File: config.mk
export PLATFORM = sky130hd
export DESIGN_NAME = attn_proj_top
export DESIGN_NICKNAME = d
export VERILOG_FILES = /design/src/source/sram_pkg.sv /design/src/source/proj_pkg.sv /design/src/source/proj_controller.sv /design/src/source/read_addr_gen.sv /design/src/source/mac_unit.sv /design/src/source/result_writer.sv /design/src/source/attn_proj_top.sv
export VERILOG_INCLUDE_DIRS = /design/src /design/src/source
export SDC_FILE = /design/constraint.sdc
export NUM_CORES = 2
export LEC_CHECK = 0
export BUFFER_PORTS_ARGS = -buffer_cell sky130_fd_sc_hd__buf_2
export CAP_MARGIN = 10
export CORE_MARGIN = 2
export CORE_UTILIZATION = 30
export CTS_BUF_LIST = sky130_fd_sc_hd__clkbuf_8 sky130_fd_sc_hd__clkbuf_16
export CTS_CLUSTER_DIAMETER = 40
export DETAILED_ROUTE_END_ITERATION = 12
export SYNTH_ARGS = -nofsm -noshare
export SYNTH_HDL_FRONTEND = slang
export SYNTH_HIERARCHICAL = 1
export SYNTH_SLANG_ARGS = --single-unit
File: constraint.sdc
create_clock -name clk -period 8.82 [get_ports clk]
set_input_delay 1.323 -clock clk [delete_from_list [all_inputs] [get_ports clk]]
set_output_delay 1.323 -clock clk [all_outputs]
set_load 0.01 [all_outputs]
File: src/source/attn_proj_cfg.svh
// Fixed 16-bit addresses and 32-bit words; NUM_PROJECTIONS must be at least 2 and 3*N*P+1 must fit in an address
`ifndef ATTN_PROJ_CFG_SVH
`define ATTN_PROJ_CFG_SVH

// SRAM port widths
`define SRAM_ADDR_WIDTH 16
`define SRAM_DATA_WIDTH 32

// One header field is half a word
`define DIM_WIDTH 16

// Q, K and V
`define NUM_PROJECTIONS 3

// Header sits at word 0 and data starts right after it
`define HEADER_ADDR 0
`define DATA_BASE_ADDR 1

`endif

File: src/source/sram_pkg.sv
// Word-wide SRAM port types; read ports carry only an address and return data one cycle later
`default_nettype none

`include "attn_proj_cfg.svh"

package sram_pkg;

  typedef logic [`SRAM_ADDR_WIDTH-1:0] sram_addr_t;
  typedef logic [`SRAM_DATA_WIDTH-1:0] sram_data_t;

  // One write port, enable in the top bit
  typedef struct packed {
    logic       we;
    sram_addr_t addr;
    sram_data_t data;
  } sram_write_t;

endpackage

`default_nettype wire

File: src/source/proj_pkg.sv
// Job control types for the projection engine; dimensions are unsigned and never zero
`default_nettype none

`include "attn_proj_cfg.svh"

package proj_pkg;

  typedef logic [`DIM_WIDTH-1:0] dim_t;

  typedef enum logic [2:0] {
    IDLE,
    READ_DIMS,
    LOAD_DIMS,
    STREAM,
    DRAIN
  } proj_state_e;

  // M x N input, N x P weights
  typedef struct packed {
    dim_t rows;
    dim_t inner;
    dim_t cols;
  } matrix_dims_t;

  // Travels with each read pair through the datapath
  typedef struct packed {
    logic valid;
    logic last_k;
    logic last_all;
  } elem_tag_t;

endpackage

`default_nettype wire

File: src/source/proj_controller.sv
// Job sequencer; dut_valid is ignored unless dut_ready is high and there is no abort once a job starts
`timescale 1ns/1ps
`default_nettype none

`include "attn_proj_cfg.svh"

module proj_controller (
  input  wire  clk,
  input  wire  reset_n,
  input  wire  dut_valid,
  input  wire  stream_done,
  input  wire  job_done,
  output logic dut_ready,
  output logic read_dims,
  output logic load_dims,
  output logic stream_enable
);

  import proj_pkg::*;

  proj_state_e state;
  proj_state_e state_nxt;

  always_ff @(posedge clk) begin
    if (!reset_n) begin
      state     <= IDLE;
      dut_ready <= 1'b0;
    end else begin
      state     <= state_nxt;
      // Ready follows the state one edge later so it stays low just after reset
      dut_ready <= (state_nxt == IDLE);
    end
  end

  always_comb begin
    state_nxt = state;
    case (state)
      IDLE: begin
        if (dut_valid && dut_ready) begin
          state_nxt = READ_DIMS;
        end
      end
      READ_DIMS: begin
        state_nxt = LOAD_DIMS;
      end
      LOAD_DIMS: begin
        state_nxt = STREAM;
      end
      STREAM: begin
        if (stream_done) begin
          state_nxt = DRAIN;
        end
      end
      DRAIN: begin
        // Wait for the last sum to leave the write port
        if (job_done) begin
          state_nxt = IDLE;
        end
      end
      default: begin
        state_nxt = IDLE;
      end
    endcase
  end

  assign read_dims     = (state == READ_DIMS);
  assign load_dims     = (state == LOAD_DIMS);
  assign stream_enable = (state == STREAM);

endmodule

`default_nettype wire

File: src/source/read_addr_gen.sv
// Read address walker; weight rows are assumed equal to N and the upper half of the weight header is ignored
`timescale 1ns/1ps
`default_nettype none

`include "attn_proj_cfg.svh"

module read_addr_gen (
  input  wire                        clk,
  input  wire                        reset_n,
  input  wire                        read_dims,
  input  wire                        load_dims,
  input  wire                        stream_enable,
  input  wire  sram_pkg::sram_data_t input_read_data,
  input  wire  sram_pkg::sram_data_t weight_read_data,
  output sram_pkg::sram_addr_t       input_read_address,
  output sram_pkg::sram_addr_t       weight_read_address,
  output proj_pkg::elem_tag_t        tag,
  output logic                       stream_done
);

  import sram_pkg::*;
  import proj_pkg::*;

  localparam int                PROJ_W    = $clog2(`NUM_PROJECTIONS);
  localparam logic [PROJ_W-1:0] LAST_PROJ = PROJ_W'(`NUM_PROJECTIONS - 1);
  localparam logic [PROJ_W-1:0] PROJ_ONE  = PROJ_W'(1);
  localparam sram_addr_t        HDR_ADDR  = sram_addr_t'(`HEADER_ADDR);
  localparam sram_addr_t        BASE_ADDR = sram_addr_t'(`DATA_BASE_ADDR);
  localparam sram_addr_t        ADDR_ONE  = sram_addr_t'(1);
  localparam dim_t              DIM_ONE   = dim_t'(1);

  matrix_dims_t      dims;
  matrix_dims_t      hdr_dims;

  // Position of the pair now on the ports
  logic [PROJ_W-1:0] proj_idx;
  dim_t              row_idx;
  dim_t              col_idx;
  dim_t              k_idx;
  // Start of the current input row and of the current weight matrix
  sram_addr_t        row_base;
  sram_addr_t        mat_base;

  logic [PROJ_W-1:0] proj_nxt;
  dim_t              row_nxt;
  dim_t              col_nxt;
  dim_t              k_nxt;
  sram_addr_t        row_base_nxt;
  sram_addr_t        mat_base_nxt;
  sram_addr_t        in_addr_nxt;
  sram_addr_t        w_addr_nxt;
  logic              end_k;
  logic              end_col;
  logic              end_row;
  elem_tag_t         tag_nxt;

  assign hdr_dims = '{rows:  input_read_data[`SRAM_DATA_WIDTH-1 -: `DIM_WIDTH],
                      inner: input_read_data[`DIM_WIDTH-1:0],
                      cols:  weight_read_data[`DIM_WIDTH-1:0]};

  // Step to the next product; addresses move by one except where a loop wraps
  always_comb begin
    end_k        = (k_idx == dims.inner - DIM_ONE);
    end_col      = end_k && (col_idx == dims.cols - DIM_ONE);
    end_row      = end_col && (row_idx == dims.rows - DIM_ONE);
    k_nxt        = end_k ? '0 : k_idx + DIM_ONE;
    col_nxt      = end_k ? (end_col ? '0 : col_idx + DIM_ONE) : col_idx;
    row_nxt      = end_col ? (end_row ? '0 : row_idx + DIM_ONE) : row_idx;
    proj_nxt     = end_row ? proj_idx + PROJ_ONE : proj_idx;
    in_addr_nxt  = input_read_address + ADDR_ONE;
    w_addr_nxt   = weight_read_address + ADDR_ONE;
    row_base_nxt = row_base;
    mat_base_nxt = mat_base;
    if (end_row) begin
      in_addr_nxt  = BASE_ADDR;
      row_base_nxt = BASE_ADDR;
      mat_base_nxt = w_addr_nxt;
    end else if (end_col) begin
      row_base_nxt = in_addr_nxt;
      w_addr_nxt   = mat_base;
    end else if (end_k) begin
      // Same input row again for the next weight column
      in_addr_nxt  = row_base;
    end
  end

  // Tag of the next pair; the first pair of a job sees the header as it arrives
  always_comb begin
    tag_nxt.valid    = 1'b1;
    tag_nxt.last_k   = load_dims ? (hdr_dims.inner == DIM_ONE) :
                                   (k_nxt == dims.inner - DIM_ONE);
    // No job ends on its first pair since there are several projections
    tag_nxt.last_all = !load_dims && tag_nxt.last_k &&
                       (col_nxt == dims.cols - DIM_ONE) &&
                       (row_nxt == dims.rows - DIM_ONE) && (proj_nxt == LAST_PROJ);
  end

  always_ff @(posedge clk) begin
    if (!reset_n) begin
      input_read_address  <= HDR_ADDR;
      weight_read_address <= HDR_ADDR;
      tag                 <= '0;
      proj_idx            <= '0;
      row_idx             <= '0;
      col_idx             <= '0;
      k_idx               <= '0;
      row_base            <= BASE_ADDR;
      mat_base            <= BASE_ADDR;
    end else if (read_dims) begin
      input_read_address  <= HDR_ADDR;
      weight_read_address <= HDR_ADDR;
      tag                 <= '0;
    end else if (load_dims) begin
      input_read_address  <= BASE_ADDR;
      weight_read_address <= BASE_ADDR;
      tag                 <= tag_nxt;
      proj_idx            <= '0;
      row_idx             <= '0;
      col_idx             <= '0;
      k_idx               <= '0;
      row_base            <= BASE_ADDR;
      mat_base            <= BASE_ADDR;
    end else if (stream_enable && tag.valid) begin
      if (tag.last_all) begin
        input_read_address  <= HDR_ADDR;
        weight_read_address <= HDR_ADDR;
        tag                 <= '0;
      end else begin
        input_read_address  <= in_addr_nxt;
        weight_read_address <= w_addr_nxt;
        tag                 <= tag_nxt;
        proj_idx            <= proj_nxt;
        row_idx             <= row_nxt;
        col_idx             <= col_nxt;
        k_idx               <= k_nxt;
        row_base            <= row_base_nxt;
        mat_base            <= mat_base_nxt;
      end
    end
  end

  always_ff @(posedge clk) begin
    if (load_dims) begin
      dims <= hdr_dims;
    end
  end

  assign stream_done = tag.last_all;

endmodule

`default_nettype wire

File: src/source/mac_unit.sv
// Integer multiply-accumulate; products and sums wrap modulo 2^32 and read data must lag its address by one cycle
`timescale 1ns/1ps
`default_nettype none

`include "attn_proj_cfg.svh"

module mac_unit (
  input  wire                        clk,
  input  wire                        reset_n,
  input  wire  proj_pkg::elem_tag_t  tag,
  input  wire  sram_pkg::sram_data_t input_read_data,
  input  wire  sram_pkg::sram_data_t weight_read_data,
  output sram_pkg::sram_data_t       sum,
  output proj_pkg::elem_tag_t        sum_tag
);

  import sram_pkg::*;
  import proj_pkg::*;

  elem_tag_t  tag_q;
  sram_data_t acc;

  // Sum including the product now on the read data
  assign sum = acc + input_read_data * weight_read_data;

  always_ff @(posedge clk) begin
    if (!reset_n) begin
      tag_q <= '0;
      acc   <= '0;
    end else begin
      // Tag lines up with the data returning from the SRAMs
      tag_q <= tag;
      if (tag_q.valid) begin
        // Next element starts from zero
        acc <= tag_q.last_k ? '0 : sum;
      end
    end
  end

  assign sum_tag = tag_q;

endmodule

`default_nettype wire

File: src/source/result_writer.sv
// Result write port; addresses restart at zero for every job and writes are never held off
`timescale 1ns/1ps
`default_nettype none

`include "attn_proj_cfg.svh"

module result_writer (
  input  wire                        clk,
  input  wire                        reset_n,
  input  wire  sram_pkg::sram_data_t sum,
  input  wire  proj_pkg::elem_tag_t  sum_tag,
  output sram_pkg::sram_write_t      result_write,
  output logic                       job_done
);

  import sram_pkg::*;

  localparam sram_addr_t ADDR_ONE = sram_addr_t'(1);

  logic       finished;
  logic       wr_en_q;
  sram_addr_t wr_ptr;
  sram_addr_t wr_addr_q;
  sram_data_t wr_data_q;

  assign finished = sum_tag.valid && sum_tag.last_k;

  always_ff @(posedge clk) begin
    if (!reset_n) begin
      wr_en_q  <= 1'b0;
      job_done <= 1'b0;
      wr_ptr   <= '0;
    end else begin
      wr_en_q  <= finished;
      job_done <= finished && sum_tag.last_all;
      if (finished) begin
        wr_ptr <= sum_tag.last_all ? '0 : wr_ptr + ADDR_ONE;
      end
    end
  end

  always_ff @(posedge clk) begin
    if (finished) begin
      wr_addr_q <= wr_ptr;
      wr_data_q <= sum;
    end
  end

  assign result_write = '{we: wr_en_q, addr: wr_addr_q, data: wr_data_q};

endmodule

`default_nettype wire

File: src/source/attn_proj_top.sv
// Q, K and V projection engine; one job at a time and SRAM reads must return after exactly one cycle
`timescale 1ns/1ps
`default_nettype none

`include "attn_proj_cfg.svh"

module attn_proj_top (
  input  wire                        clk,
  input  wire                        reset_n,
  input  wire                        dut_valid,
  output logic                       dut_ready,
  output sram_pkg::sram_addr_t       input_read_address,
  input  wire  sram_pkg::sram_data_t input_read_data,
  output sram_pkg::sram_addr_t       weight_read_address,
  input  wire  sram_pkg::sram_data_t weight_read_data,
  output sram_pkg::sram_write_t      result_write
);

  import sram_pkg::*;
  import proj_pkg::*;

  logic       read_dims;
  logic       load_dims;
  logic       stream_enable;
  logic       stream_done;
  logic       job_done;
  elem_tag_t  tag;
  elem_tag_t  sum_tag;
  sram_data_t sum;

  proj_controller u_ctrl (
    .clk           (clk),
    .reset_n       (reset_n),
    .dut_valid     (dut_valid),
    .stream_done   (stream_done),
    .job_done      (job_done),
    .dut_ready     (dut_ready),
    .read_dims     (read_dims),
    .load_dims     (load_dims),
    .stream_enable (stream_enable)
  );

  read_addr_gen u_addr (
    .clk                 (clk),
    .reset_n             (reset_n),
    .read_dims           (read_dims),
    .load_dims           (load_dims),
    .stream_enable       (stream_enable),
    .input_read_data     (input_read_data),
    .weight_read_data    (weight_read_data),
    .input_read_address  (input_read_address),
    .weight_read_address (weight_read_address),
    .tag                 (tag),
    .stream_done         (stream_done)
  );

  mac_unit u_mac (
    .clk              (clk),
    .reset_n          (reset_n),
    .tag              (tag),
    .input_read_data  (input_read_data),
    .weight_read_data (weight_read_data),
    .sum              (sum),
    .sum_tag          (sum_tag)
  );

  result_writer u_wr (
    .clk          (clk),
    .reset_n      (reset_n),
    .sum          (sum),
    .sum_tag      (sum_tag),
    .result_write (result_write),
    .job_done     (job_done)
  );

endmodule

`default_nettype wire

==> results.ini <==
[outcome]
status=finished, final reports clean

[synth]
ys_warn_count=6
synth_edf_count=96
ys_types=110
syn-instance-count=3672
yosysSeqAreaShare=0.194
async_flop_share=0
ys_ff_latch=270
syn_area_um2=32800
syn-num-nets=4310
syn_area_per_cell_um2=8.94
synth-main-ff-cell=dfxtp_1

[layout]
num-fill-cells=11200
seq_area_um2=6370
largest_reg_flops=48
final_nets=4365
layout-drive-gt1-share=0.101
areaGrowthSynthToFinish_pct=12.3
top_regs=u_addr/dims: 48 flops, u_mac/acc: 32 flops, u_wr/wr_data_q: 32 flops
regMostFlops=u_addr/dims
multi_input_area_um2=23600

[worst_setup_path]
crit_start=weight_read_data[4]
crit_end=u_mac/acc[31]
arrival_ns=8.78
rrSetupSlack_ns=1.51
crit_type=primary input to flop
ff2ff_path_depth=25
worstReg2RegEnd=u_mac/acc[31]
r2r_start=u_mac/acc[22]
start_kind=primary input
end_kind=flop
crit_required_ns=9.38
path_max_fanout=29

[sta]
slew_headroom=0.235
hold_viol=0
finClkSkew_ns=0.0600
tightestPinTransition_ns=1.14
period_share=0.932
hold_ws_ns=0.451
tns_ns=0
rsz0062_at_grt=no
setup_violations=0
period_minus_slack_ns=8.22
finalMaxSlewViolations=0
timing.fmax_mhz=122

[place]
hpwlAfterDp_mm=77.6
gp_congestion=0.924
io_buffer_count=148

[grt]
grt_max_degree=65
track_usage=0.181
grt_overflow=0
grt_antenna_before_repair=9
grt_pass1_wl_mm=158
grt_pass1_vias=26300

[hold_path]
min_from=u_wr/wr_ptr[15]
hp-class=flop to flop

[floorplanning]
num_rows=121
die_width_um=335
fp.coreArea_um2=109000
die_area_um2=112000
initial_core_util=0.302
io_pins=149
die_y_um=335

[routing]
drtPass1Iterations=5
drc=0
ant_nets=0
vias=26300
totalWireLength_mm=102
routedWlPerCell_um=19.6
vias_per_cell=5.07
dr.first_iter.drc_count=2100

[flow_run]
drv_cap=0

[clock_network]
cts_setup_buffers=0
tritoncts=yes
clkSinkCount=270
post_cts_resized=0
ctsHoldBuffers=0
h-tree-depth=2
clkTransAtPathRegs_ns=0.06
clk_path_buf_depth=3
cts_root_buf=clkbuf_16
clk-insertion-delay-late_ns=0.65
numCtsBuffers=57

-- worst min path at each step --
stage                    endpoint  slack, ns  cells after the start
2_1_floorplan  u_wr/wr_addr_q[15]       0.42                      0
3_3_place_gp   u_wr/wr_addr_q[15]       0.43                      0
3_5_place_dp   u_wr/wr_addr_q[15]       0.44                      0
4_1_cts        u_wr/wr_addr_q[15]       0.45                      0
5_1_grt        u_wr/wr_addr_q[15]       0.47                      0
6_report       u_wr/wr_addr_q[15]       0.45                      0
-- routing by layer --
layer,global-route usage,up-vias,part of all wire
met5,0,-,0.00043
met4,0.0610,6,0.035
met3,0.0324,214,0.068
met2,0.289,910,0.46
met1,0.245,13200,0.44
li1,-,12000,-
-- through the flow --
step / utilization / instance area [um^2] / std cells / setup WS, ns
final: 0.339 / 36900 / 5194 / 0.602
after global routing: 0.339 / 36800 / 5190 / 0.359
after CTS: 0.339 / 36800 / 5190 / 0.767
after detailed placement: 0.321 / 34900 / 5082 / 0.0894
after global placement: 0.321 / 34900 / 5082 / 0.168
after floorplan: - / 32800 / 3672 / 0.690
-- area by class of cell --
class / instances / area share
multi-input combinational: 2672 / 0.641
sequential: 270 / 0.173
inverter: 519 / 0.0529
tap: 1414 / 0.0480
clock buffer: 58 / 0.0394
timing repair buffer: 207 / 0.0325
clock inverter: 50 / 0.0134
antenna: 4 / 0.000272
-- layout by cell type, fill, tap and decap left out, types with 93 or more instances in the layout --
| master | synthesis | layout |
|---|---|---|
| inv_1 | 517 | 517 |
| fa_1 | 438 | 438 |
| and2_1 | 403 | 403 |
| nand2_1 | 326 | 326 |
| dfxtp_1 | 174 | 174 |
| buf_2 | 17 | 147 |
| nor2_1 | 142 | 139 |
| ha_1 | 133 | 133 |
| xnor2_1 | 131 | 131 |
| a21oi_1 | 117 | 117 |
| xor2_1 | 97 | 97 |
| edfxtp_1 | 96 | 96 |
| o21ai_0 | 93 | 93 |
-- cells in the mapped netlist (all sizes together), types with 15 or more instances --
| master | number | area [um^2] |
|---|---|---|
| clkbuf | 173 | 649 |
| nor2b | 74 | 463 |
| a211oi | 15 | 133 |
| o21a | 18 | 143 |
| nor2 | 147 | 569 |
| or3 | 29 | 186 |
| nand2 | 327 | 1230 |
| dfxtp | 174 | 3480 |
| buf | 38 | 269 |
| and2 | 407 | 2550 |
| nand3 | 80 | 400 |
| ha | 133 | 1660 |
| fa | 438 | 8770 |
| nand4 | 32 | 245 |
| a21boi | 23 | 176 |
| xnor2 | 133 | 1180 |
| nor3 | 68 | 367 |
| nand2b | 31 | 194 |
| nand3b | 17 | 128 |
| xor2 | 97 | 850 |
| and3 | 32 | 201 |
| or4 | 20 | 154 |
| and4 | 15 | 134 |
| a22oi | 54 | 405 |
| a31oi | 19 | 125 |
| o21ai | 102 | 510 |
| a21oi | 117 | 586 |
| a21o | 15 | 113 |
| inv | 518 | 1940 |
| edfxtp | 96 | 2880 |
| nor4 | 31 | 230 |
-- critical path, cell delays in order --
cell and delay (ns):
buf_2 0.49, and2_1 0.24, fa_1 0.43, fa_1 0.46, fa_1 0.49, inv_1 0.05
fa_1 0.53, inv_1 0.05, fa_1 0.49, inv_1 0.05, fa_1 0.54, inv_1 0.06
fa_1 0.48, inv_1 0.05, fa_1 0.48, inv_1 0.04, ha_1 0.34, a21oi_1 0.19
o21ai_0 0.09, and3_1 0.21, o31ai_1 0.51, a31oi_1 0.23, o41ai_1 0.36, buf_4 0.18
xnor2_1 0.14, nand3b_1 0.10, a21boi_0 0.16
-- cell families (layout without fill, tap and decap cells) --
family | after synthesis | after routing | share of synthesized area
xor+xnor | 238 | 238 | 0.0673
compound gates | 482 | 482 | 0.0989
flops | 270 | 270 | 0.194
buf+inv | 730 | 834 | 0.0873
simple gates | 1365 | 1365 | 0.230
fa+ha+maj | 571 | 571 | 0.318
other cells | 0 | 4 | 0
mux | 16 | 16 | 0.00530
Power is left out: the tool's default activity adds up to more than one toggle a clock period on the data nets, which glitch-free logic cannot reach.
